<file path="src/hw/dp_defs.svh">
`ifndef DP_DEFS_SVH
`define DP_DEFS_SVH

// ************************************************************
// Datapath sizing
// ************************************************************

// Width of a register and of every operand.
`define DP_XLEN 32

// Number of general purpose registers.
`define DP_NREGS 32

// Register address width.
`define DP_RAW 5

// Return address offset written by JAL.
`define DP_LINK_OFS 8

`endif

</file>
<file path="src/hw/dp_pkg.sv">
`include "dp_defs.svh"

package dp_pkg;

	typedef enum logic [3:0] {
		NOP, ADD, SUB, AND, OR, ADDI, ORI, LUI, MUL, JAL
	} opE;

	typedef enum logic [1:0] {ALU_ADD, ALU_SUB, ALU_AND, ALU_OR} aluOpE;
	typedef enum logic [1:0] {RES_ALU, RES_MUL, RES_LUI, RES_LINK} resSelE;
	typedef enum logic [1:0] {REG, FX, FM1, FM2} fwdSelE;	// Youngest stage wins.

	typedef struct packed {
		logic valid;
		opE op;
		logic [`DP_RAW-1:0] rs;
		logic [`DP_RAW-1:0] rt;
		logic [`DP_RAW-1:0] rd;
		logic [15:0] imm;
		logic [`DP_XLEN-1:0] pc;
	} issueT;

	typedef struct packed {
		aluOpE aluOp;
		logic useImm;	// Operand B is imm32.
		logic zeroExt;	// ORI style immediate.
		resSelE resSel;
		logic writeEn;
		logic [`DP_RAW-1:0] dest;
	} ctrlT;

	typedef struct packed {
		logic valid;
		ctrlT ctrl;
		logic [`DP_RAW-1:0] rs;
		logic [`DP_RAW-1:0] rt;
		logic [`DP_XLEN-1:0] imm32;
		logic [`DP_XLEN-1:0] pc;
	} decT;

	typedef struct packed {
		logic valid;
		logic writeEn;
		logic [`DP_RAW-1:0] dest;
		logic [`DP_XLEN-1:0] data;
	} resT;

	typedef struct packed {
		logic valid;
		logic [`DP_RAW-1:0] addr;
		logic [`DP_XLEN-1:0] data;
	} wbT;

endpackage

</file>
<file path="src/hw/instrDecode.sv">
`timescale 1ns/1ps
`include "dp_defs.svh"

module instrDecode (
	input logic clk,
	input logic rst,
	input dp_pkg::issueT issue,
	output dp_pkg::decT dStage
);
	import dp_pkg::*;

	ctrlT ctrl;
	logic [`DP_XLEN-1:0] imm32;

	// ************************************************************
	// Control word from the opcode
	// ************************************************************
	always_comb begin
		ctrl = '0;
		ctrl.aluOp = ALU_ADD;
		ctrl.resSel = RES_ALU;
		unique case (issue.op)
			ADD: begin ctrl.writeEn = 1'b1; ctrl.dest = issue.rd; end
			SUB: begin ctrl.aluOp = ALU_SUB; ctrl.writeEn = 1'b1; ctrl.dest = issue.rd; end
			AND: begin ctrl.aluOp = ALU_AND; ctrl.writeEn = 1'b1; ctrl.dest = issue.rd; end
			OR: begin ctrl.aluOp = ALU_OR; ctrl.writeEn = 1'b1; ctrl.dest = issue.rd; end
			ADDI: begin ctrl.useImm = 1'b1; ctrl.writeEn = 1'b1; ctrl.dest = issue.rt; end
			ORI: begin
				ctrl.aluOp = ALU_OR;
				ctrl.useImm = 1'b1;
				ctrl.zeroExt = 1'b1;
				ctrl.writeEn = 1'b1;
				ctrl.dest = issue.rt;
			end
			LUI: begin ctrl.resSel = RES_LUI; ctrl.writeEn = 1'b1; ctrl.dest = issue.rt; end
			MUL: begin ctrl.resSel = RES_MUL; ctrl.writeEn = 1'b1; ctrl.dest = issue.rd; end
			JAL: begin ctrl.resSel = RES_LINK; ctrl.writeEn = 1'b1; ctrl.dest = 5'd31; end
			default: ctrl.writeEn = 1'b0;	// NOP writes nothing.
		endcase
	end

	// Immediate extension.
	always_comb begin
		if (ctrl.zeroExt)
			imm32 = {{(`DP_XLEN-16){1'b0}}, issue.imm};
		else if (issue.op == LUI)
			imm32 = {issue.imm, {(`DP_XLEN-16){1'b0}}};	// Upper half.
		else
			imm32 = {{(`DP_XLEN-16){issue.imm[15]}}, issue.imm};
	end

	always_ff @(posedge clk) begin
		if (rst) begin
			dStage <= '0;
		end else begin
			dStage.valid <= issue.valid;
			dStage.ctrl <= ctrl;
			dStage.rs <= issue.rs;
			dStage.rt <= issue.rt;
			dStage.imm32 <= imm32;
			dStage.pc <= issue.pc;
		end
	end

endmodule

</file>
<file path="src/hw/regFile.sv">
`timescale 1ns/1ps
`include "dp_defs.svh"

module regFile (
	input logic clk,
	input logic rst,
	input logic [`DP_RAW-1:0] rdAddrA,
	input logic [`DP_RAW-1:0] rdAddrB,
	output logic [`DP_XLEN-1:0] rdDataA,
	output logic [`DP_XLEN-1:0] rdDataB,
	input dp_pkg::wbT wr
);

	logic [`DP_XLEN-1:0] regs [`DP_NREGS];

	// ************************************************************
	// Storage
	// ************************************************************
	always_ff @(posedge clk) begin
		if (rst) begin
			for (int i = 0; i < `DP_NREGS; i++)
				regs[i] <= '0;
		end else if (wr.valid && wr.addr != '0) begin
			regs[wr.addr] <= wr.data;
		end
	end

	// Register 0 is hardwired; a same-cycle write is seen by the reader.
	assign rdDataA = (rdAddrA == '0) ? '0 :
		(wr.valid && wr.addr == rdAddrA) ? wr.data :
		regs[rdAddrA];

	assign rdDataB = (rdAddrB == '0) ? '0 :
		(wr.valid && wr.addr == rdAddrB) ? wr.data :
		regs[rdAddrB];

endmodule

</file>
<file path="src/hw/operandForward.sv">
`timescale 1ns/1ps
`include "dp_defs.svh"

module operandForward (
	input dp_pkg::decT dStage,
	input logic [`DP_XLEN-1:0] regA,
	input logic [`DP_XLEN-1:0] regB,
	input dp_pkg::resT xRes,
	input dp_pkg::resT m1Res,
	input dp_pkg::resT m2Res,
	output logic [`DP_XLEN-1:0] opA,
	output logic [`DP_XLEN-1:0] opB
);
	import dp_pkg::*;

	fwdSelE selA;
	fwdSelE selB;
	logic [`DP_XLEN-1:0] rtVal;

	function automatic logic hit(input resT r, input logic [`DP_RAW-1:0] src);
		return r.valid && r.writeEn && (r.dest == src) && (src != '0);
	endfunction

	// Priority X, M1, M2, then the register file.
	function automatic fwdSelE pickSel(input logic [`DP_RAW-1:0] src,
			input resT x, input resT m1, input resT m2);
		if (hit(x, src))
			return FX;
		else if (hit(m1, src))
			return FM1;
		else if (hit(m2, src))
			return FM2;
		return REG;
	endfunction

	function automatic logic [`DP_XLEN-1:0] fwdMux(input fwdSelE sel,
			input logic [`DP_XLEN-1:0] regVal, input resT x, input resT m1, input resT m2);
		unique case (sel)
			FX: return x.data;
			FM1: return m1.data;
			FM2: return m2.data;
			default: return regVal;
		endcase
	endfunction

	// ************************************************************
	// Operand selection
	// ************************************************************
	always_comb begin
		selA = pickSel(dStage.rs, xRes, m1Res, m2Res);
		selB = pickSel(dStage.rt, xRes, m1Res, m2Res);
		opA = fwdMux(selA, regA, xRes, m1Res, m2Res);
		rtVal = fwdMux(selB, regB, xRes, m1Res, m2Res);
		opB = dStage.ctrl.useImm ? dStage.imm32 : rtVal;	// Immediate ops.
	end

endmodule

</file>
<file path="src/hw/execUnit.sv">
`timescale 1ns/1ps
`include "dp_defs.svh"

module execUnit (
	input dp_pkg::decT dStage,
	input logic [`DP_XLEN-1:0] opA,
	input logic [`DP_XLEN-1:0] opB,
	output dp_pkg::resT exRes
);
	import dp_pkg::*;

	logic [`DP_XLEN-1:0] aluRes;
	logic [`DP_XLEN-1:0] mulRes;
	logic [`DP_XLEN-1:0] linkAddr;

	// ************************************************************
	// ALU and multiplier
	// ************************************************************
	always_comb begin
		unique case (dStage.ctrl.aluOp)
			ALU_ADD: aluRes = opA + opB;
			ALU_SUB: aluRes = opA - opB;
			ALU_AND: aluRes = opA & opB;
			default: aluRes = opA | opB;
		endcase
	end

	assign mulRes = opA * opB;	// Low word only.

	assign linkAddr = dStage.pc + `DP_XLEN'(`DP_LINK_OFS);

	// ************************************************************
	// EX result selection
	// ************************************************************
	always_comb begin
		exRes.valid = dStage.valid;
		exRes.writeEn = dStage.ctrl.writeEn;
		exRes.dest = dStage.ctrl.dest;
		unique case (dStage.ctrl.resSel)
			RES_ALU: exRes.data = aluRes;
			RES_MUL: exRes.data = mulRes;
			RES_LUI: exRes.data = dStage.imm32;	// Already shifted in decode.
			default: exRes.data = linkAddr;
		endcase
	end

endmodule

</file>
<file path="src/hw/stageReg.sv">
`timescale 1ns/1ps

module stageReg #(
	parameter type payloadT = logic
) (
	input logic clk,
	input logic rst,
	input payloadT d,
	output payloadT q
);

	// Reset leaves the stage empty.
	always_ff @(posedge clk) begin
		if (rst)
			q <= '0;
		else
			q <= d;
	end

endmodule

</file>
<file path="src/hw/writebackSelect.sv">
`timescale 1ns/1ps

module writebackSelect (
	input logic clk,
	input logic rst,
	input dp_pkg::resT wRes,
	output dp_pkg::wbT wb
);

	logic doWrite;

	// Only real writes to r1..r31 leave the pipeline.
	assign doWrite = wRes.valid && wRes.writeEn && (wRes.dest != '0);

	always_ff @(posedge clk) begin
		if (rst) begin
			wb <= '0;
		end else begin
			wb.valid <= doWrite;
			wb.addr <= wRes.dest;
			wb.data <= wRes.data;
		end
	end

endmodule

</file>
<file path="src/hw/dpCore.sv">
`timescale 1ns/1ps
`include "dp_defs.svh"

module dpCore (
	input logic clk,
	input logic rst,
	input dp_pkg::issueT issue,
	output dp_pkg::wbT wb
);
	import dp_pkg::*;

	decT dStage;
	logic [`DP_XLEN-1:0] regA;
	logic [`DP_XLEN-1:0] regB;
	logic [`DP_XLEN-1:0] opA;
	logic [`DP_XLEN-1:0] opB;
	resT exRes;
	resT xRes;
	resT m1Res;
	resT m2Res;

	// ************************************************************
	// Decode and operands
	// ************************************************************
	instrDecode uDec (.clk(clk), .rst(rst), .issue(issue), .dStage(dStage));

	regFile uRf (
		.clk(clk),
		.rst(rst),
		.rdAddrA(dStage.rs),
		.rdAddrB(dStage.rt),
		.rdDataA(regA),
		.rdDataB(regB),
		.wr(wb)	// Written one edge after wb is shown.
	);

	operandForward uFwd (
		.dStage(dStage),
		.regA(regA),
		.regB(regB),
		.xRes(xRes),
		.m1Res(m1Res),
		.m2Res(m2Res),
		.opA(opA),
		.opB(opB)
	);

	execUnit uEx (.dStage(dStage), .opA(opA), .opB(opB), .exRes(exRes));

	// ************************************************************
	// Result pipeline
	// ************************************************************
	stageReg #(.payloadT(resT)) uX (.clk(clk), .rst(rst), .d(exRes), .q(xRes));
	stageReg #(.payloadT(resT)) uM1 (.clk(clk), .rst(rst), .d(xRes), .q(m1Res));
	stageReg #(.payloadT(resT)) uM2 (.clk(clk), .rst(rst), .d(m1Res), .q(m2Res));

	writebackSelect uWb (.clk(clk), .rst(rst), .wRes(m2Res), .wb(wb));	// W stage.

endmodule

</file>
<file path="config.mk">
export PLATFORM = sky130hd
export DESIGN_NAME = dpCore
export DESIGN_NICKNAME = d
export VERILOG_FILES = /design/src/hw/dp_pkg.sv /design/src/hw/instrDecode.sv /design/src/hw/regFile.sv /design/src/hw/operandForward.sv /design/src/hw/execUnit.sv /design/src/hw/stageReg.sv /design/src/hw/writebackSelect.sv /design/src/hw/dpCore.sv
export VERILOG_INCLUDE_DIRS = /design/src /design/src/hw
export SDC_FILE = /design/constraint.sdc
export NUM_CORES = 2
export LEC_CHECK = 0
export ABC_AREA = 1
export BUFFER_PORTS_ARGS = -buffer_cell sky130_fd_sc_hd__buf_2
export CORE_MARGIN = 3
export CORE_UTILIZATION = 42
export CTS_CLUSTER_SIZE = 8
export DETAILED_ROUTE_END_ITERATION = 7
export PLACE_DENSITY = 0.69
export SYNTH_ARGS = -nofsm -noshare
export SYNTH_HDL_FRONTEND = slang
export SYNTH_SLANG_ARGS = --single-unit
</file>
<file path="constraint.sdc">
create_clock -name clk -period 12 [get_ports clk]
set_input_delay 0.6 -clock clk [delete_from_list [all_inputs] [get_ports clk]]
set_output_delay 0.6 -clock clk [all_outputs]
set_load 0.05 [all_outputs]
</file>
==> results.cfg <==
[run_status]
outcome = finished with violations
failed_checks = design-rule violations

[power_and_ir_drop]
comb_power_share_pct = 59.4
peakVddDrop_mv = 0.648
swShare_pct = 47.6
p_per_area_mw_per_mm2 = 259
power.share.sequential_pct = 21.2
power.share.clock_pct = 19.4
total_leakage_power_nw = 38.6
power_switching_mw = 11.5
power.total_mw = 24.2
internal-power_mw = 12.7

[sta]
drv_slew = 0
slew_headroom_pct = 9.99
finalClockSkew_ns = 0.0581
fin_tns_setup_ns = 0
tightestPinTransition_ns = 1.35
fmax_mhz = 86.1
fin_crit_sh_pct = 96.8
hold_violations = 0
fin_crit_ns = 11.62
rsz0062_at_grt = false
setup_violations = 0

[worst_setup_path]
endpoint_kind = flop
arrival_ns = 12.31
required_ns = 12.70
slowest_delay_ns = 0.68
regToRegStartpoint = uRf.rdAddrB[4]$_SDFF_PP0_
slowest_stage = nand2_1
critPathLaunch = uRf.rdAddrB[4]$_SDFF_PP0_
crit_top_cell = inv_1
cp-start-kind = flop
crit_path_max_fanout = 25
path_class = reg2reg

[global_routing]
antenna_found_initial = 20
grt_max_degree = 144
grt_pass1_vias = 78500
grt_pass1_wl_mm = 525
gr-total-overflow = 0
grt_use_total_pct = 34.0

[route]
viasPerCell = 6.24
route.detailed.drc = 10
routed_wl_mm = 367
vias = 82000
drtIter0Drc = 15200
avgRoutedWirePerCell_um = 27.9
ant_nets = 0
firstDrtPassIters = 8

[floorplanning]
rows = 164
ios = 108
coreArea_mm2 = 0.201
die_w_um = 457
start_util_pct = 42.5
die_area_mm2 = 0.208
die_h_um = 457

[cts]
htree_levels = 4
cts_setup_buffers = 0
cts_buffers = 177
ctsRootBufferMaster = clkbuf_16
cts_tree = done
cts.path.max_buffers = 3
clkTransAtPathRegs_ns = 0.05
ctsResizeCount = 0
cts.sinks = 1265
clk_latency_ns = 0.86

[logic_synthesis]
syn_area_per_cell_um2 = 8.06
seq_area_frac_synth_pct = 41.7
ys_async_sr_fraction_pct = 0
synth_edf_count = 1024
synth_warnings = 0
synth_flop_cell = edfxtp_1
synth_seq_cells = 1265
syn_area_mm2 = 0.0852
ys_types = 64
synth_cells = 10600

[place]
routabilityCongestion = 1.07
placed_area_mm2 = 0.0883
place.detailed.hpwl_mm = 238
io_buffers = 107

[layout]
fin_area_mm2 = 0.0937
drive_gt1_share_pct = 7.51
fin_nets = 11100
syn_to_final_growth_pct = 9.89
n_fill_cell = 19000

[min_path]
worstHoldStart = issue[34]
hold_path.class = in2reg

[flow_run]
max_cap_viol_count = 0
[state kept, by name, summed over array words and instances, names as in the netlist]
name,count
uRf.regs,1024
uDec.dStage,76
uM1.q,39
uM2.q,39
uX.q,39
uWb.wb,38
uRf.rdAddrA,5
uRf.rdAddrB,5
[layout by cell type, fill, tap and decap left out, types with 9 or more instances in the layout]
cell,instances
nand3b_1,29
o22ai_1,69
a21oi_1,775
clkbuf_16,180
nand4_1,34
conb_1,32
nor2_1,1795
a211oi_1,12
o2111ai_1,95
nand2_2,67
o21ai_1,14
edfxtp_1,1024
nor2_2,9
nand2_1,1429
inv_1,1455
xnor2_1,22
dlygate4sd3_1,39
buf_2,106
clkbuf_1,37
buf_4,238
xor2_1,69
o21ai_0,936
o221ai_1,31
fa_1,409
nor2_4,13
or2_2,59
nand3_1,650
clkinv_1,15
diode_2,10
buf_12,22
nor3_1,43
o211ai_1,226
ha_1,158
a31oi_1,30
dfxtp_1,230
inv_2,26
[worst max-delay path, delay by kind of cell (launching register included)]
| kind | cells | cell delay, ns |
|---|---|---|
| and+or+nand+nor | 18 | 4.79 |
| adders and majority gates | 9 | 4.42 |
| buffers and inverters | 11 | 1.56 |
| DFF | 1 | 0.54 |
| AOI/OAI and AO/OA | 1 | 0.14 |
[synthesized netlist by cell type, drive strengths merged (22+ instances only)]
| cell type | instances | area (um^2) |
|---|---|---|
| nor2 | 1820 | 7000 |
| nand2 | 1502 | 5750 |
| inv | 1493 | 5610 |
| edfxtp | 1024 | 30700 |
| o21ai | 951 | 4760 |
| a21oi | 779 | 3910 |
| nand3 | 658 | 3340 |
| clkbuf | 427 | 1600 |
| fa | 409 | 8190 |
| buf | 337 | 1760 |
| dfxtp | 241 | 4820 |
| o211ai | 226 | 1700 |
| ha | 158 | 1980 |
| o2111ai | 95 | 832 |
| o22ai | 69 | 432 |
| xor2 | 69 | 604 |
| or2 | 63 | 394 |
| nor3 | 44 | 225 |
| nand4 | 37 | 268 |
| o221ai | 31 | 272 |
| a31oi | 30 | 188 |
| nand3b | 29 | 218 |
| xnor2 | 22 | 193 |
[timing repair]
item	CTS	global route
hold buffers	39	0
endpoints found under the setup margin	0	0
endpoints found under the hold margin	39	0
[metrics by stage]
| step | hold slack, ns | setup slack (ns) | utilization (%) | cells |
|---|---|---|---|---|
| finish | 0.0385 | 0.382 | 46.7 | 13200 |
| global route | 0.0327 | 0.350 | 46.7 | 13100 |
| CTS | 0.00337 | 0.947 | 46.7 | 13100 |
| detailed placement | 0.396 | 1.00 | 44.0 | 12900 |
| global placement | 0.402 | 1.01 | 44.0 | 12900 |
| floorplan | 0.388 | 3.41 | - | 10600 |
[path summary, 6_finish.rpt]
check / endpoint / slack, ns / depth (start not counted)
setup / recovery: uX.q[30]$_SDFF_PP0_ / 0.38 / 39
hold / removal: uDec.dStage[34]$_SDFF_PP0_ / 0.04 / 3
setup reg to reg: uX.q[30]$_SDFF_PP0_ / 0.38 / 39
hold reg to reg: uX.q[34]$_SDFF_PP0_ / 0.37 / 2
[routing by layer]
layer / GRT usage [%] / vias up / share of wire [%]
met5: 0 / - / 0.038
met4: 24.2 / 20 / 8.7
met3: 13.2 / 1792 / 17
met2: 48.7 / 7552 / 41
met1: 41.9 / 38400 / 34
li1: - / 34200 / -
[logic make-up (layout without fill, tap and decap cells)]
| group | after synthesis | in the layout | synth area share, % |
|---|---|---|---|
| AND/OR/NAND/NOR | 4157 | 4157 | 20.2 |
| AO/OA/AOI/OAI | 2227 | 2227 | 14.6 |
| flip-flops | 1265 | 1265 | 41.7 |
| XOR/XNOR | 91 | 91 | 0.935 |
| buffers and inverters | 2271 | 2145 | 10.6 |
| other | 1 | 42 | 0.00440 |
| adder cells (fa/ha/maj) | 567 | 567 | 11.9 |
[final cells by class]
class,instances,area [um^2],share of cell area (%)
repair buffers,406,3160,3.38
flip-flops and latches,1265,35600,38.0
clock inverters,15,343,0.366
clock buffers,217,4640,4.96
diodes,10,25.0,0.0267
inverters,1507,5700,6.09
well taps,2656,3320,3.55
multi-input cells,7074,40900,43.6
[power groups by stage]
stage / registers [mW] / clock network, mW / logic, mW
2_1_floorplan: 5.14 / 0 / 9.46
3_3_place_gp: 5.19 / 0 / 13.7
3_5_place_dp: 5.20 / 0 / 13.8
4_1_cts: 5.11 / 4.69 / 14.0
5_1_grt: 5.13 / 4.87 / 15.7
6_report: 5.13 / 4.71 / 14.4
Note: power is estimated with default switching activity, not from simulation.
